`config.mk`:
```
export PLATFORM = sky130hd
export DESIGN_NAME = mipsCore
export DESIGN_NICKNAME = d
export VERILOG_FILES = /design/src/hdl/isaPkg.sv /design/src/hdl/busPkg.sv /design/src/hdl/apbPort.sv /design/src/hdl/controlUnit.sv /design/src/hdl/datapath.sv /design/src/hdl/mipsCore.sv
export SDC_FILE = /design/constraint.sdc
export NUM_CORES = 2
export LEC_CHECK = 0
export ABC_CLOCK_PERIOD_IN_PS = 4200
export BUFFER_PORTS_ARGS = -buffer_cell sky130_fd_sc_hd__clkbuf_2
export CAP_MARGIN = 20
export CORE_MARGIN = 3
export CORE_UTILIZATION = 40
export DETAILED_ROUTE_END_ITERATION = 12
export SLEW_MARGIN = 20
export SYNTH_ARGS = -nofsm -noshare
export SYNTH_HDL_FRONTEND = slang
export SYNTH_HIERARCHICAL = 1
export SYNTH_SLANG_ARGS = --single-unit
```
`constraint.sdc`:
```
create_clock -name clk -period 4.2 [get_ports clk]
set_input_delay 1.05 -clock clk [delete_from_list [all_inputs] [get_ports clk]]
set_output_delay 1.05 -clock clk [all_outputs]
set_load 0.02 [all_outputs]
```
`src/hdl/isaPkg.sv`:
```
`default_nettype none

package isaPkg;

    localparam int wordWidth    = 32;
    localparam int regAddrWidth = 5;
    localparam int regCount     = 1 << regAddrWidth;   // 32 gp registers
    localparam int immWidth     = 16;
    localparam int shamtWidth   = 5;

    typedef logic [wordWidth-1:0]    word_t;       // data word or byte address
    typedef logic [regAddrWidth-1:0] regAddr_t;
    typedef logic [immWidth-1:0]     imm_t;        // raw I-type immediate
    typedef logic [shamtWidth-1:0]   shamt_t;      // not used by the subset

    // major opcodes, instr[31:26]
    typedef enum logic [5:0] {
        rType = 6'h00,
        beq   = 6'h04,
        lw    = 6'h23,
        sw    = 6'h2b
    } opcode_t;

    // R-type function field, instr[5:0]
    typedef enum logic [5:0] {
        functAdd = 6'h20,
        functSub = 6'h22,
        functAnd = 6'h24,
        functOr  = 6'h25,
        functSlt = 6'h2a
    } funct_t;

    typedef enum logic [3:0] {
        aluAdd = 4'd0,  // zero value, so an idle word adds
        aluSub = 4'd1,
        aluAnd = 4'd2,
        aluOr  = 4'd3,
        aluSlt = 4'd4   // signed compare
    } aluOp_t;

    typedef enum logic [1:0] {
        regB       = 2'd0,
        constFour  = 2'd1,  // pc + 4
        signExtImm = 2'd2,  // lw/sw offset
        shiftedImm = 2'd3   // beq word offset
    } srcBSel_t;

    // R-type view of an instruction word; I-type immediate is bits 15:0
    typedef struct packed {
        opcode_t  opcode;
        regAddr_t rs;
        regAddr_t rt;
        regAddr_t rd;
        shamt_t   shamt;
        funct_t   funct;
    } instr_t;

    typedef struct packed {
        logic     pcWrite;       // pc <= pc + 4 when the fetch completes
        logic     branch;        // pc <= target, only meaningful with zero
        logic     pcFromAluOut;  // pc source: 1 = aluOut, 0 = live alu result
        logic     irWrite;
        logic     operandLatch;  // A and B from the register file
        logic     aluOutLatch;
        logic     mdrLatch;
        logic     regWrite;
        logic     regDstRd;      // 1 = rd, 0 = rt
        logic     memToReg;      // writeback source: 1 = mdr
        logic     aluSrcA;       // 1 = A, 0 = pc
        srcBSel_t aluSrcB;
        aluOp_t   aluOp;
    } ctrl_t;

endpackage

`default_nettype wire

```
`src/hdl/busPkg.sv`:
```
`default_nettype none

package busPkg;

    import isaPkg::*;

    // one request from the core, fetch or data
    typedef struct packed {
        logic  valid;
        logic  write;
        word_t addr;   // byte address
        word_t wdata;
    } memReq_t;

    // master side of the APB link
    typedef struct packed {
        logic  psel;
        logic  penable;
        logic  pwrite;
        word_t paddr;
        word_t pwdata;
    } apbReq_t;

    // slave side
    typedef struct packed {
        logic  pready;
        word_t prdata;
    } apbRsp_t;

endpackage

`default_nettype wire

```
`src/hdl/apbPort.sv`:
```
`timescale 1ns/1ps
`default_nettype none

module apbPort
    import isaPkg::*;
    import busPkg::*;
(
    input  logic    clk,
    input  logic    reset,
    input  memReq_t req,
    output apbReq_t apb,
    input  apbRsp_t rsp,
    output logic    memDone,
    output word_t   rdata
);

    typedef enum logic [1:0] {
        idle,
        setup,
        access
    } apbState_t;

    apbState_t state;
    logic      writeReg;
    word_t     addrReg, wdataReg;   // held from setup to completion
    logic      start, finish;

    // no restart while the requester still sees the previous completion
    assign start  = (state == idle) && req.valid && !memDone;
    assign finish = (state == access) && rsp.pready;

    always_ff @(posedge clk or negedge reset)
    begin
        if (!reset)
        begin
            state    <= idle;
            writeReg <= 1'b0;
            memDone  <= 1'b0;
        end
        else
        begin
            memDone <= finish;      // one cycle pulse
            case (state)
                idle:
                begin
                    if (start)
                    begin
                        state    <= setup;
                        writeReg <= req.write;
                    end
                end
                setup:   state <= access;
                access:  if (finish) state <= idle;   // pready low stretches access
                default: state <= idle;
            endcase
        end
    end

    always_ff @(posedge clk)
    begin
        if (start)
        begin
            addrReg  <= req.addr;
            wdataReg <= req.wdata;
        end
        if (finish)
            rdata <= rsp.prdata;
    end

    always_comb
    begin
        apb.psel    = (state != idle);
        apb.penable = (state == access);
        apb.pwrite  = writeReg;
        apb.paddr   = addrReg;
        apb.pwdata  = wdataReg;
    end

endmodule

`default_nettype wire

```
`src/hdl/controlUnit.sv`:
```
`timescale 1ns/1ps
`default_nettype none

module controlUnit
    import isaPkg::*;
(
    input  logic    clk,
    input  logic    reset,
    input  opcode_t opcode,
    input  funct_t  funct,
    input  logic    zero,
    input  logic    memDone,
    output ctrl_t   ctrl,
    output logic    memValid,
    output logic    memWrite,
    output logic    dataAccess
);

    typedef enum logic [3:0] {
        fetch,
        decode,
        execute,
        writeBack,
        effAddr,
        loadMem,
        loadWrite,
        storeMem,
        branchCmp
    } cuState_t;

    cuState_t state, nextState;
    ctrl_t    ctrlReg, nextCtrl;
    aluOp_t   functOp;     // alu op for an R-type instruction

    always_comb
    begin
        case (funct)
            functAdd: functOp = aluAdd;
            functSub: functOp = aluSub;
            functAnd: functOp = aluAnd;
            functOr:  functOp = aluOr;
            functSlt: functOp = aluSlt;
            default:  functOp = aluAdd;
        endcase
    end

    always_comb
    begin
        nextState = state;
        case (state)
            fetch:     if (memDone) nextState = decode;   // wait for the instruction word
            decode:
            begin
                case (opcode)
                    rType:   nextState = execute;
                    lw, sw:  nextState = effAddr;
                    beq:     nextState = branchCmp;
                    default: nextState = fetch;           // not in the subset
                endcase
            end
            execute:   nextState = writeBack;
            writeBack: nextState = fetch;
            effAddr:   nextState = (opcode == lw) ? loadMem : storeMem;
            loadMem:   if (memDone) nextState = loadWrite;
            loadWrite: nextState = fetch;
            storeMem:  if (memDone) nextState = fetch;
            branchCmp: nextState = fetch;
            default:   nextState = fetch;
        endcase
    end

    // control word of the state being entered, registered with the state
    always_comb
    begin
        nextCtrl = '0;
        case (nextState)
            fetch:
            begin
                nextCtrl.pcWrite = 1'b1;
                nextCtrl.irWrite = 1'b1;
                nextCtrl.aluSrcB = constFour;  // pc + 4
            end
            decode:
            begin
                // read rs/rt and precompute the beq target from pc + 4
                nextCtrl.operandLatch = 1'b1;
                nextCtrl.aluOutLatch  = 1'b1;
                nextCtrl.aluSrcB      = shiftedImm;
            end
            execute:
            begin
                nextCtrl.aluSrcA     = 1'b1;
                nextCtrl.aluSrcB     = regB;
                nextCtrl.aluOp       = functOp;
                nextCtrl.aluOutLatch = 1'b1;
            end
            writeBack:
            begin
                nextCtrl.regWrite = 1'b1;
                nextCtrl.regDstRd = 1'b1;    // R-type writes rd
            end
            effAddr:
            begin
                nextCtrl.aluSrcA     = 1'b1;  // base + offset
                nextCtrl.aluSrcB     = signExtImm;
                nextCtrl.aluOutLatch = 1'b1;
            end
            loadMem:   nextCtrl.mdrLatch = 1'b1;
            loadWrite:
            begin
                nextCtrl.regWrite = 1'b1;    // into rt
                nextCtrl.memToReg = 1'b1;
            end
            branchCmp:
            begin
                nextCtrl.branch       = 1'b1;
                nextCtrl.pcFromAluOut = 1'b1;  // target latched in decode
            end
            default:   nextCtrl = '0;          // storeMem needs no datapath enables
        endcase
    end

    always_ff @(posedge clk or negedge reset)
    begin
        if (!reset)
        begin
            state   <= fetch;
            ctrlReg <= '0;    // loads the fetch word on the first edge
        end
        else
        begin
            state   <= nextState;
            ctrlReg <= nextCtrl;
        end
    end

    // branch only taken on equal operands
    always_comb
    begin
        ctrl        = ctrlReg;
        ctrl.branch = ctrlReg.branch & zero;
    end

    assign memValid   = (state == fetch) || (state == loadMem) || (state == storeMem);
    assign memWrite   = (state == storeMem);
    assign dataAccess = (state == loadMem) || (state == storeMem);  // address from aluOut

endmodule

`default_nettype wire

```
`src/hdl/datapath.sv`:
```
`timescale 1ns/1ps
`default_nettype none

module datapath
    import isaPkg::*;
(
    input  logic    clk,
    input  logic    reset,
    input  ctrl_t   ctrl,
    input  logic    dataAccess,
    input  logic    memDone,
    input  word_t   rdata,
    output opcode_t opcode,
    output funct_t  funct,
    output logic    zero,
    output word_t   reqAddr,
    output word_t   reqWdata
);

    instr_t   ir;
    word_t    pc;
    word_t    regFile [regCount];
    word_t    aReg, bReg;        // operand registers
    word_t    aluOut, mdr;
    word_t    srcA, srcB, aluResult;
    word_t    immExt, pcNext, wbData;
    imm_t     imm;
    regAddr_t wbAddr;
    logic     pcEn;

    assign opcode = ir.opcode;
    assign funct  = ir.funct;
    assign imm    = ir[immWidth-1:0];
    assign immExt = {{(wordWidth-immWidth){imm[immWidth-1]}}, imm};  // sign extend

    assign srcA = ctrl.aluSrcA ? aReg : pc;

    always_comb
    begin
        case (ctrl.aluSrcB)
            regB:       srcB = bReg;
            constFour:  srcB = word_t'(4);
            signExtImm: srcB = immExt;
            default:    srcB = immExt << 2;   // word offset to bytes
        endcase
    end

    always_comb
    begin
        case (ctrl.aluOp)
            aluSub:  aluResult = srcA - srcB;
            aluAnd:  aluResult = srcA & srcB;
            aluOr:   aluResult = srcA | srcB;
            aluSlt:  aluResult = ($signed(srcA) < $signed(srcB)) ? word_t'(1) : '0;
            default: aluResult = srcA + srcB;
        endcase
    end

    // beq condition straight from the operand registers, same as A - B == 0
    assign zero = (aReg == bReg);

    // pc + 4 at fetch completion, latched target on a taken branch
    assign pcEn   = (ctrl.pcWrite && memDone) || ctrl.branch;
    assign pcNext = ctrl.pcFromAluOut ? aluOut : aluResult;

    always_ff @(posedge clk or negedge reset)
    begin
        if (!reset)
        begin
            pc <= '0;
            ir <= '0;
        end
        else
        begin
            if (pcEn)
                pc <= pcNext;
            if (ctrl.irWrite && memDone)
                ir <= instr_t'(rdata);
        end
    end

    assign wbAddr = ctrl.regDstRd ? ir.rd : ir.rt;
    assign wbData = ctrl.memToReg ? mdr : aluOut;

    always_ff @(posedge clk or negedge reset)
    begin
        if (!reset)
        begin
            for (int i = 0; i < regCount; i++)
                regFile[i] <= '0;
        end
        else if (ctrl.regWrite && (wbAddr != '0))   // r0 stays zero
        begin
            regFile[wbAddr] <= wbData;
        end
    end

    always_ff @(posedge clk)
    begin
        if (ctrl.operandLatch)
        begin
            aReg <= regFile[ir.rs];
            bReg <= regFile[ir.rt];
        end
        if (ctrl.aluOutLatch)
            aluOut <= aluResult;
        if (ctrl.mdrLatch && memDone)
            mdr <= rdata;     // load data
    end

    assign reqAddr  = dataAccess ? aluOut : pc;
    assign reqWdata = bReg;   // sw stores rt

endmodule

`default_nettype wire

```
`src/hdl/mipsCore.sv`:
```
`timescale 1ns/1ps
`default_nettype none

module mipsCore
    import isaPkg::*;
    import busPkg::*;
(
    input  logic    clk,
    input  logic    reset,
    output apbReq_t apb,
    input  apbRsp_t rsp
);

    ctrl_t   ctrl;
    opcode_t opcode;
    funct_t  funct;
    logic    zero;
    logic    memValid, memWrite, dataAccess, memDone;
    word_t   rdata, reqAddr, reqWdata;
    memReq_t req;

    // fetch and data share the one port
    assign req = '{valid: memValid, write: memWrite, addr: reqAddr, wdata: reqWdata};

    controlUnit controlUnit
    (
        .clk        (clk),
        .reset      (reset),
        .opcode     (opcode),
        .funct      (funct),
        .zero       (zero),
        .memDone    (memDone),
        .ctrl       (ctrl),
        .memValid   (memValid),
        .memWrite   (memWrite),
        .dataAccess (dataAccess)
    );

    datapath datapath
    (
        .clk        (clk),
        .reset      (reset),
        .ctrl       (ctrl),
        .dataAccess (dataAccess),
        .memDone    (memDone),
        .rdata      (rdata),
        .opcode     (opcode),
        .funct      (funct),
        .zero       (zero),
        .reqAddr    (reqAddr),
        .reqWdata   (reqWdata)
    );

    apbPort apbPort
    (
        .clk     (clk),
        .reset   (reset),
        .req     (req),
        .apb     (apb),
        .rsp     (rsp),
        .memDone (memDone),
        .rdata   (rdata)
    );

endmodule

`default_nettype wire

```
; ---- Word-level counts from Yosys, hierarchy flattened
; Cells that the tools add are included.
[word_totals]
reg_bits = 1335
input_bits = 35
wordCells = 168
[op_classes]
n_addsub = 2
n_lt_le_gt_ge = 5
eq_ne = 30
n_mux = 38
bitwise = 6
reduce_logical = 25
[op_table]
columns = operator, n
row1 = bitwise mux 1024 bit, 1
row2 = binary-select mux 32 bit (select 5 bit), 2
row3 = two-way mux 32 bit, 9
row4 = demux 32 bit (select 5 bit), 1
row5 = one-hot mux 32 bit (4 select lines), 1
row6 = one-hot mux 32 bit (3 select lines), 1
row7 = "== test 6 bit, second input constant", 6
row8 = adder 32 bit, 1
row9 = AND 32 bit, 1
row10 = == test 32 bit, 1
row11 = < comparator 32 bit, 1
row12 = OR 32 bit, 1
row13 = subtractor 32 bit, 1
row14 = "== test 4 x 3 -> 1 bit, second input constant", 6
row15 = one-hot mux 4 bit (6 select lines), 1
row16 = ">= comparator 6 bit, second input constant", 3
row17 = NOT 5 -> 6 bit, 3
row18 = "== test 4 x 2 -> 1 bit, second input constant", 3
row19 = two-way mux 4 bit, 3
row20 = one-hot mux 2 bit (3 select lines), 2
row21 = one-hot mux 3 bit (4 select lines), 1
row22 = one-hot mux 4 bit (3 select lines), 1
row23 = two-way mux 1 bit, 9
row24 = "== test 4 x 1 -> 1 bit, second input constant", 2
row25 = 24 further kinds, 45

; ---- Depth between registers and ports, before layout
[depth]
ltp_word = 7
depth_mapped = 17
mapped_depth_nobuf = 15

; ---- By module
; The synthesis kept the hierarchy.
[by_module_without_submodules]
columns = module, n_inst, cells_each, area_each_um2, seq_area_each_um2
row1 = datapath, 1, 5605, 64957.3, 31069.8
row2 = apbPort, 1, 109, 3070.4, 2982.9
row3 = controlUnit, 1, 86, 869.6, 450.4

; ---- Worst setup path after synthesis
; Ideal clock, no wire load.
[synth_timing]
path_kind = reg2reg
from = reg controlUnit.ctrlReg, in the netlist controlUnit/ctrl[5]
to = reg datapath.pc[29]
setup_time_ns = 0.132
arrival_time_ns = 3.900
required_ns = 4.068
setup_slack_ns = 0.168
stages_incl_launch_ff = 17
path_buffers = 3
path_cell_list = dfrtp_1 clkbuf_1 buf_1 mux2i_1 o21ai_0 ha_1 buf_4 inv_1 a221oi_2 nand3_1 a311o_1 a211oi_1 o211ai_1 a211oi_1 mux2_2 a221oi_1 o21ai_0
[synth_between]
elab_chain_len = 5
elab_cells_between_ends = 10
classes_between = 2 x add/sub / 2 x eq/ne / 3 x mux / 2 x bitwise / 1 x reduce/logical
[synth_rtl]
columns = item, line_no
row1 = start: declaration, controlUnit.sv:32  ; ctrl_t ctrlReg, nextCtrl;
row2 = start signal: assignment, controlUnit.sv:133  ; ctrlReg <= nextCtrl;
row3 = == test 2 bit (tied with other cells), datapath.sv:40  ; case (ctrl.aluSrcB)
row4 = one-hot mux 32 bit (3 select lines) *, datapath.sv:40
row5 = adder 32 bit (tied with other cells), datapath.sv:55  ; default: aluResult = srcA + srcB;
row6 = one-hot mux 32 bit (4 select lines) *, datapath.sv:50  ; case (ctrl.aluOp)
row7 = two-way mux 32 bit *, datapath.sv:64  ; assign pcNext = ctrl.pcFromAluOut ? aluOut : aluResult;
row8 = end signal: assignment, datapath.sv:76  ; pc <= pcNext;
row9 = end: declaration, datapath.sv:21  ; word_t pc;
; Every way passes the cells marked *; elsewhere a longest branch is shown, timed or not.
; A chain may end at the register's enable or synchronous reset.

; ---- Worst setup path in the final report
[layout_timing]
from = reg controlUnit.ctrlReg, in the netlist controlUnit/ctrl[5]
to = reg datapath.aluOut[13], data pin
[layout_between]
elab_chain_len = 4
elab_cells_between_ends = 9
classes_between = 2 x add/sub / 2 x eq/ne / 2 x mux / 2 x bitwise / 1 x reduce/logical
[layout_rtl]
columns = item, line_no
row1 = == test 2 bit (tied with other cells), datapath.sv:40
row2 = one-hot mux 32 bit (3 select lines) *, datapath.sv:40
row3 = adder 32 bit (tied with other cells), datapath.sv:55
row4 = one-hot mux 32 bit (4 select lines) *, datapath.sv:50
row5 = via datapath.aluResult[13], datapath.sv:25  ; word_t srcA, srcB, aluResult;
row6 = end signal: assignment, datapath.sv:106  ; aluOut <= aluResult;
row7 = end: declaration, datapath.sv:24  ; word_t aluOut, mdr;
; The timed path passes the listed nets; every way through them passes the cells marked *.

==> results.toml <==
[power]
seq_power_share = 0.350
clkPwrFrac = 0.208
leakagePower_nw = 32.5
finalPower_mw = 63.3
p_int_mw = 39.1
pwr_density_cell_mw_per_mm2 = 811
comb_power_share = 0.442
ir_drop_mv = 0.529
swShare = 0.382
power_switching_mw = 24.2

[yosys]
syn_nets = 5933
synth_edf_count = 224
synth.top_cells.by_count = "dfrtp_1 (1110), nor2_1 (927), a21oi_1 (881), mux4_2 (640), clkbuf_1 (482)"
syn_avg_cell_area_um2 = 11.9
synth_top_area_share = 0.403
synth_ff_type = "dfrtp_1"
synth.distinct_cells = 79
ys_ff_latch = 1334
synthMuxAreaShare = 0.246
yosys.area.top_type = "dfrtp_1"
yosys.area_share.adder = 0.0180
async_flop_share = 0.832
synth_top_family_by_area = "multiplexers"
synth_xor_area_frac = 0.00470
yosysMostFrequentCell = "dfrtp_1"
syn_area_mm2 = 0.0689
ys_seq_area_frac = 0.501
synth.area.top_cells = "dfrtp_1 (40%), mux4_2 (21%), edfxtp_1 (9.8%), a21oi_1 (6.4%), nor2_1 (5.1%)"
synth-simple-area-share = 0.0824
synthCells = 5800
synth_compound_area_frac = 0.111
yosys_warnings = 6

[sta]
finalHoldViolCount = 0
final.setup.tns_ps = 0
period_needed_ps = 4080
fmax_ghz = 0.245
setup_viol = 0
slew_headroom = 0.240
worst_hold_slack_ps = 228
fin_skew_ps = 27.5
final-max-slew-violation-count = 0
fin_ws_ps = 120
timing.final.crit_share = 0.971
tightestPinTransition_ps = 1140

[placement]
gp_congestion = 0.915
dp_hpwl_um = 137000
dpl-instance-area_mm2 = 0.0731
post-place-ws_ps = -117
portBuffers = 101
dp_cells = 7876

[detailed_routing]
antenna_left = 0
route.detailed.drc = 0
dr.first_iter.drc_count = 5091
vias = 48800
drt-wirelength-per-cell_um = 27.2
routed_via_density = 5.99
finalWirelength_um = 221000
firstDrtPassIters = 6

[critical_path]
cp.arrival_ps = 4580
crit_type = "reg2reg"
startpoint_type = "register"
end_kind = "register"
cp.required_ps = 4700
critical_path.max_fanout = 20

[cts]
cts_hold_buffers = 0
clk_pin_slew_worst_paths_ps = 60
cts.sinks = 1334
cts-root-buf = "clkbuf_16"
cts_htree_levels = 4
clkLatencyLatePin_ps = 810
cts_buffers = 146
cts_tree = "done"
clk_path_buf_depth = 3

[floorplanning]
die_y_um = 421
core-area_mm2 = 0.170
pin_count = 102
num_rows = 151
start_util = 0.405
dieArea_mm2 = 0.177
die_x_um = 421

[global_route]
antenna_found_initial = 8
grt.overflow.total = 0
grtUsageTotal = 0.249
grt_max_degree = 107
grt_pass1_vias = 48600
grt_first_pass_wirelength_um = 330000

[finish]
final_nets = 5862
post_layout_nonfiller_instances = 8143
drive_gt1_frac = 0.256
final_core_util = 0.459
syn2layout_area_growth_pct = 13.3
final_design_area_no_fill_mm2 = 0.0781
num-fill-cells = 15300

[worst_hold_path]
hp-class = "in2async"

[outcome]
status = "completed"

[flow_run]
maxCapViolCount = 0
==> repair_timing <==
action | 4_1_cts | 5_1_grt
endpoints found under the setup margin | 5 | 23
gates resized for setup | 3 | 20
setup buffers | 0 | 0
pin swaps | 0 | 5
==> layer usage <==
| metal | vias to the layer above | track usage | share of wire |
|---|---|---|---|
| met4 | 2 | 0.0961 | 0.041 |
| met1 | 25200 | 0.338 | 0.41 |
| li1 | 21100 | - | - |
| met3 | 426 | 0.0481 | 0.078 |
| met5 | - | 0 | 0.000081 |
| met2 | 2088 | 0.397 | 0.47 |
==> final cells by class <==
class / count / area, um^2 / area share
sequential: 1334 / 34500 / 0.443
tap: 2295 / 2870 / 0.0368
timing repair buffer: 353 / 3150 / 0.0403
clock buffer: 213 / 4220 / 0.0541
clock inverter: 52 / 643 / 0.00824
antenna: 2 / 5.00 / 0.0000641
inverter: 103 / 387 / 0.00495
multi-input combinational: 3791 / 32200 / 0.413
==> sequential cells by signal, summed over array words and instances (netlist names), 10 cells and up <==
signal and flops:
apbPort/rdata 32, datapath/ir 10, controlUnit/ctrl 13, apbPort/wdataReg 32, datapath/aReg 32, datapath/mdr 32
datapath/reqWdata 32, datapath/regFile 1024, datapath/pc 32, datapath/aluOut 32, apbPort/addrReg 32, datapath/imm 10
==> critical path, stage by stage, from the launching register on <==
cell and delay [ps]:
dfrtp_1 400, buf_12 170, and2_1 160, o32a_1 360, ha_1 380, buf_4 140
o21ai_0 150, a2111oi_1 490, buf_4 190, o21bai_1 150, o21ai_0 350, nand3_1 130
and2_1 200, a221o_1 290, o21ai_0 100, o21ai_0 130
==> cells in the final DEF, fill, tap and decap left out, types with 16 or more instances in the layout <==
master,instances
o22ai_1,20
mux2i_1,35
o21ai_0,288
nor2_4,23
inv_1,103
xor2_1,33
nand3_1,31
clkbuf_16,151
mux2_2,163
nor3_1,17
nor2b_1,20
mux4_2,640
mux2i_2,32
o211ai_1,17
a21oi_1,879
buf_12,59
clkinv_2,17
a21o_1,28
buf_4,193
nand2b_1,16
clkbuf_8,21
edfxtp_1,224
nor2_1,904
ha_1,95
clkbuf_2,100
nand2_1,294
clkbuf_1,41
dfrtp_1,1096
==> worst paths after layout <==
path	start	to	cells past startpoint	slack, ps
hold reg to reg	datapath/regFile[1005]	datapath/regFile[1005]	0	390
setup / recovery	controlUnit/ctrl[5]	datapath/aluOut[13]	15	120
max in group asynchronous	reset	datapath/ir[16]	3	2740
min in group clk	datapath/regFile[1005]	datapath/regFile[1005]	0	390
setup reg to reg	controlUnit/ctrl[5]	datapath/aluOut[13]	15	120
hold / removal	reset	datapath/regFile[694]	1	230
==> power groups by stage <==
stage	Clock, mW	Sequential (mW)	Combinational (mW)
2_1_floorplan	0	20.7	19.7
5_1_grt	14.0	22.7	30.1
3_5_place_dp	0	22.2	27.6
4_1_cts	13.4	22.1	27.7
6_report	13.2	22.2	28.0
3_3_place_gp	0	21.9	27.3
==> cells by family (layout without fill, tap and decap cells) <==
family | after synthesis | in the layout
and+or+nand+nor | 1392 | 1392
other | 1 | 3
AOI/OAI and AO/OA | 1392 | 1392
xor gates and xnor gates | 37 | 37
buffers and inverters | 675 | 721
adders and majority gates | 98 | 98
muxes | 871 | 871
DFF | 1334 | 1334
Note: power is estimated with default switching activity, not from simulation.
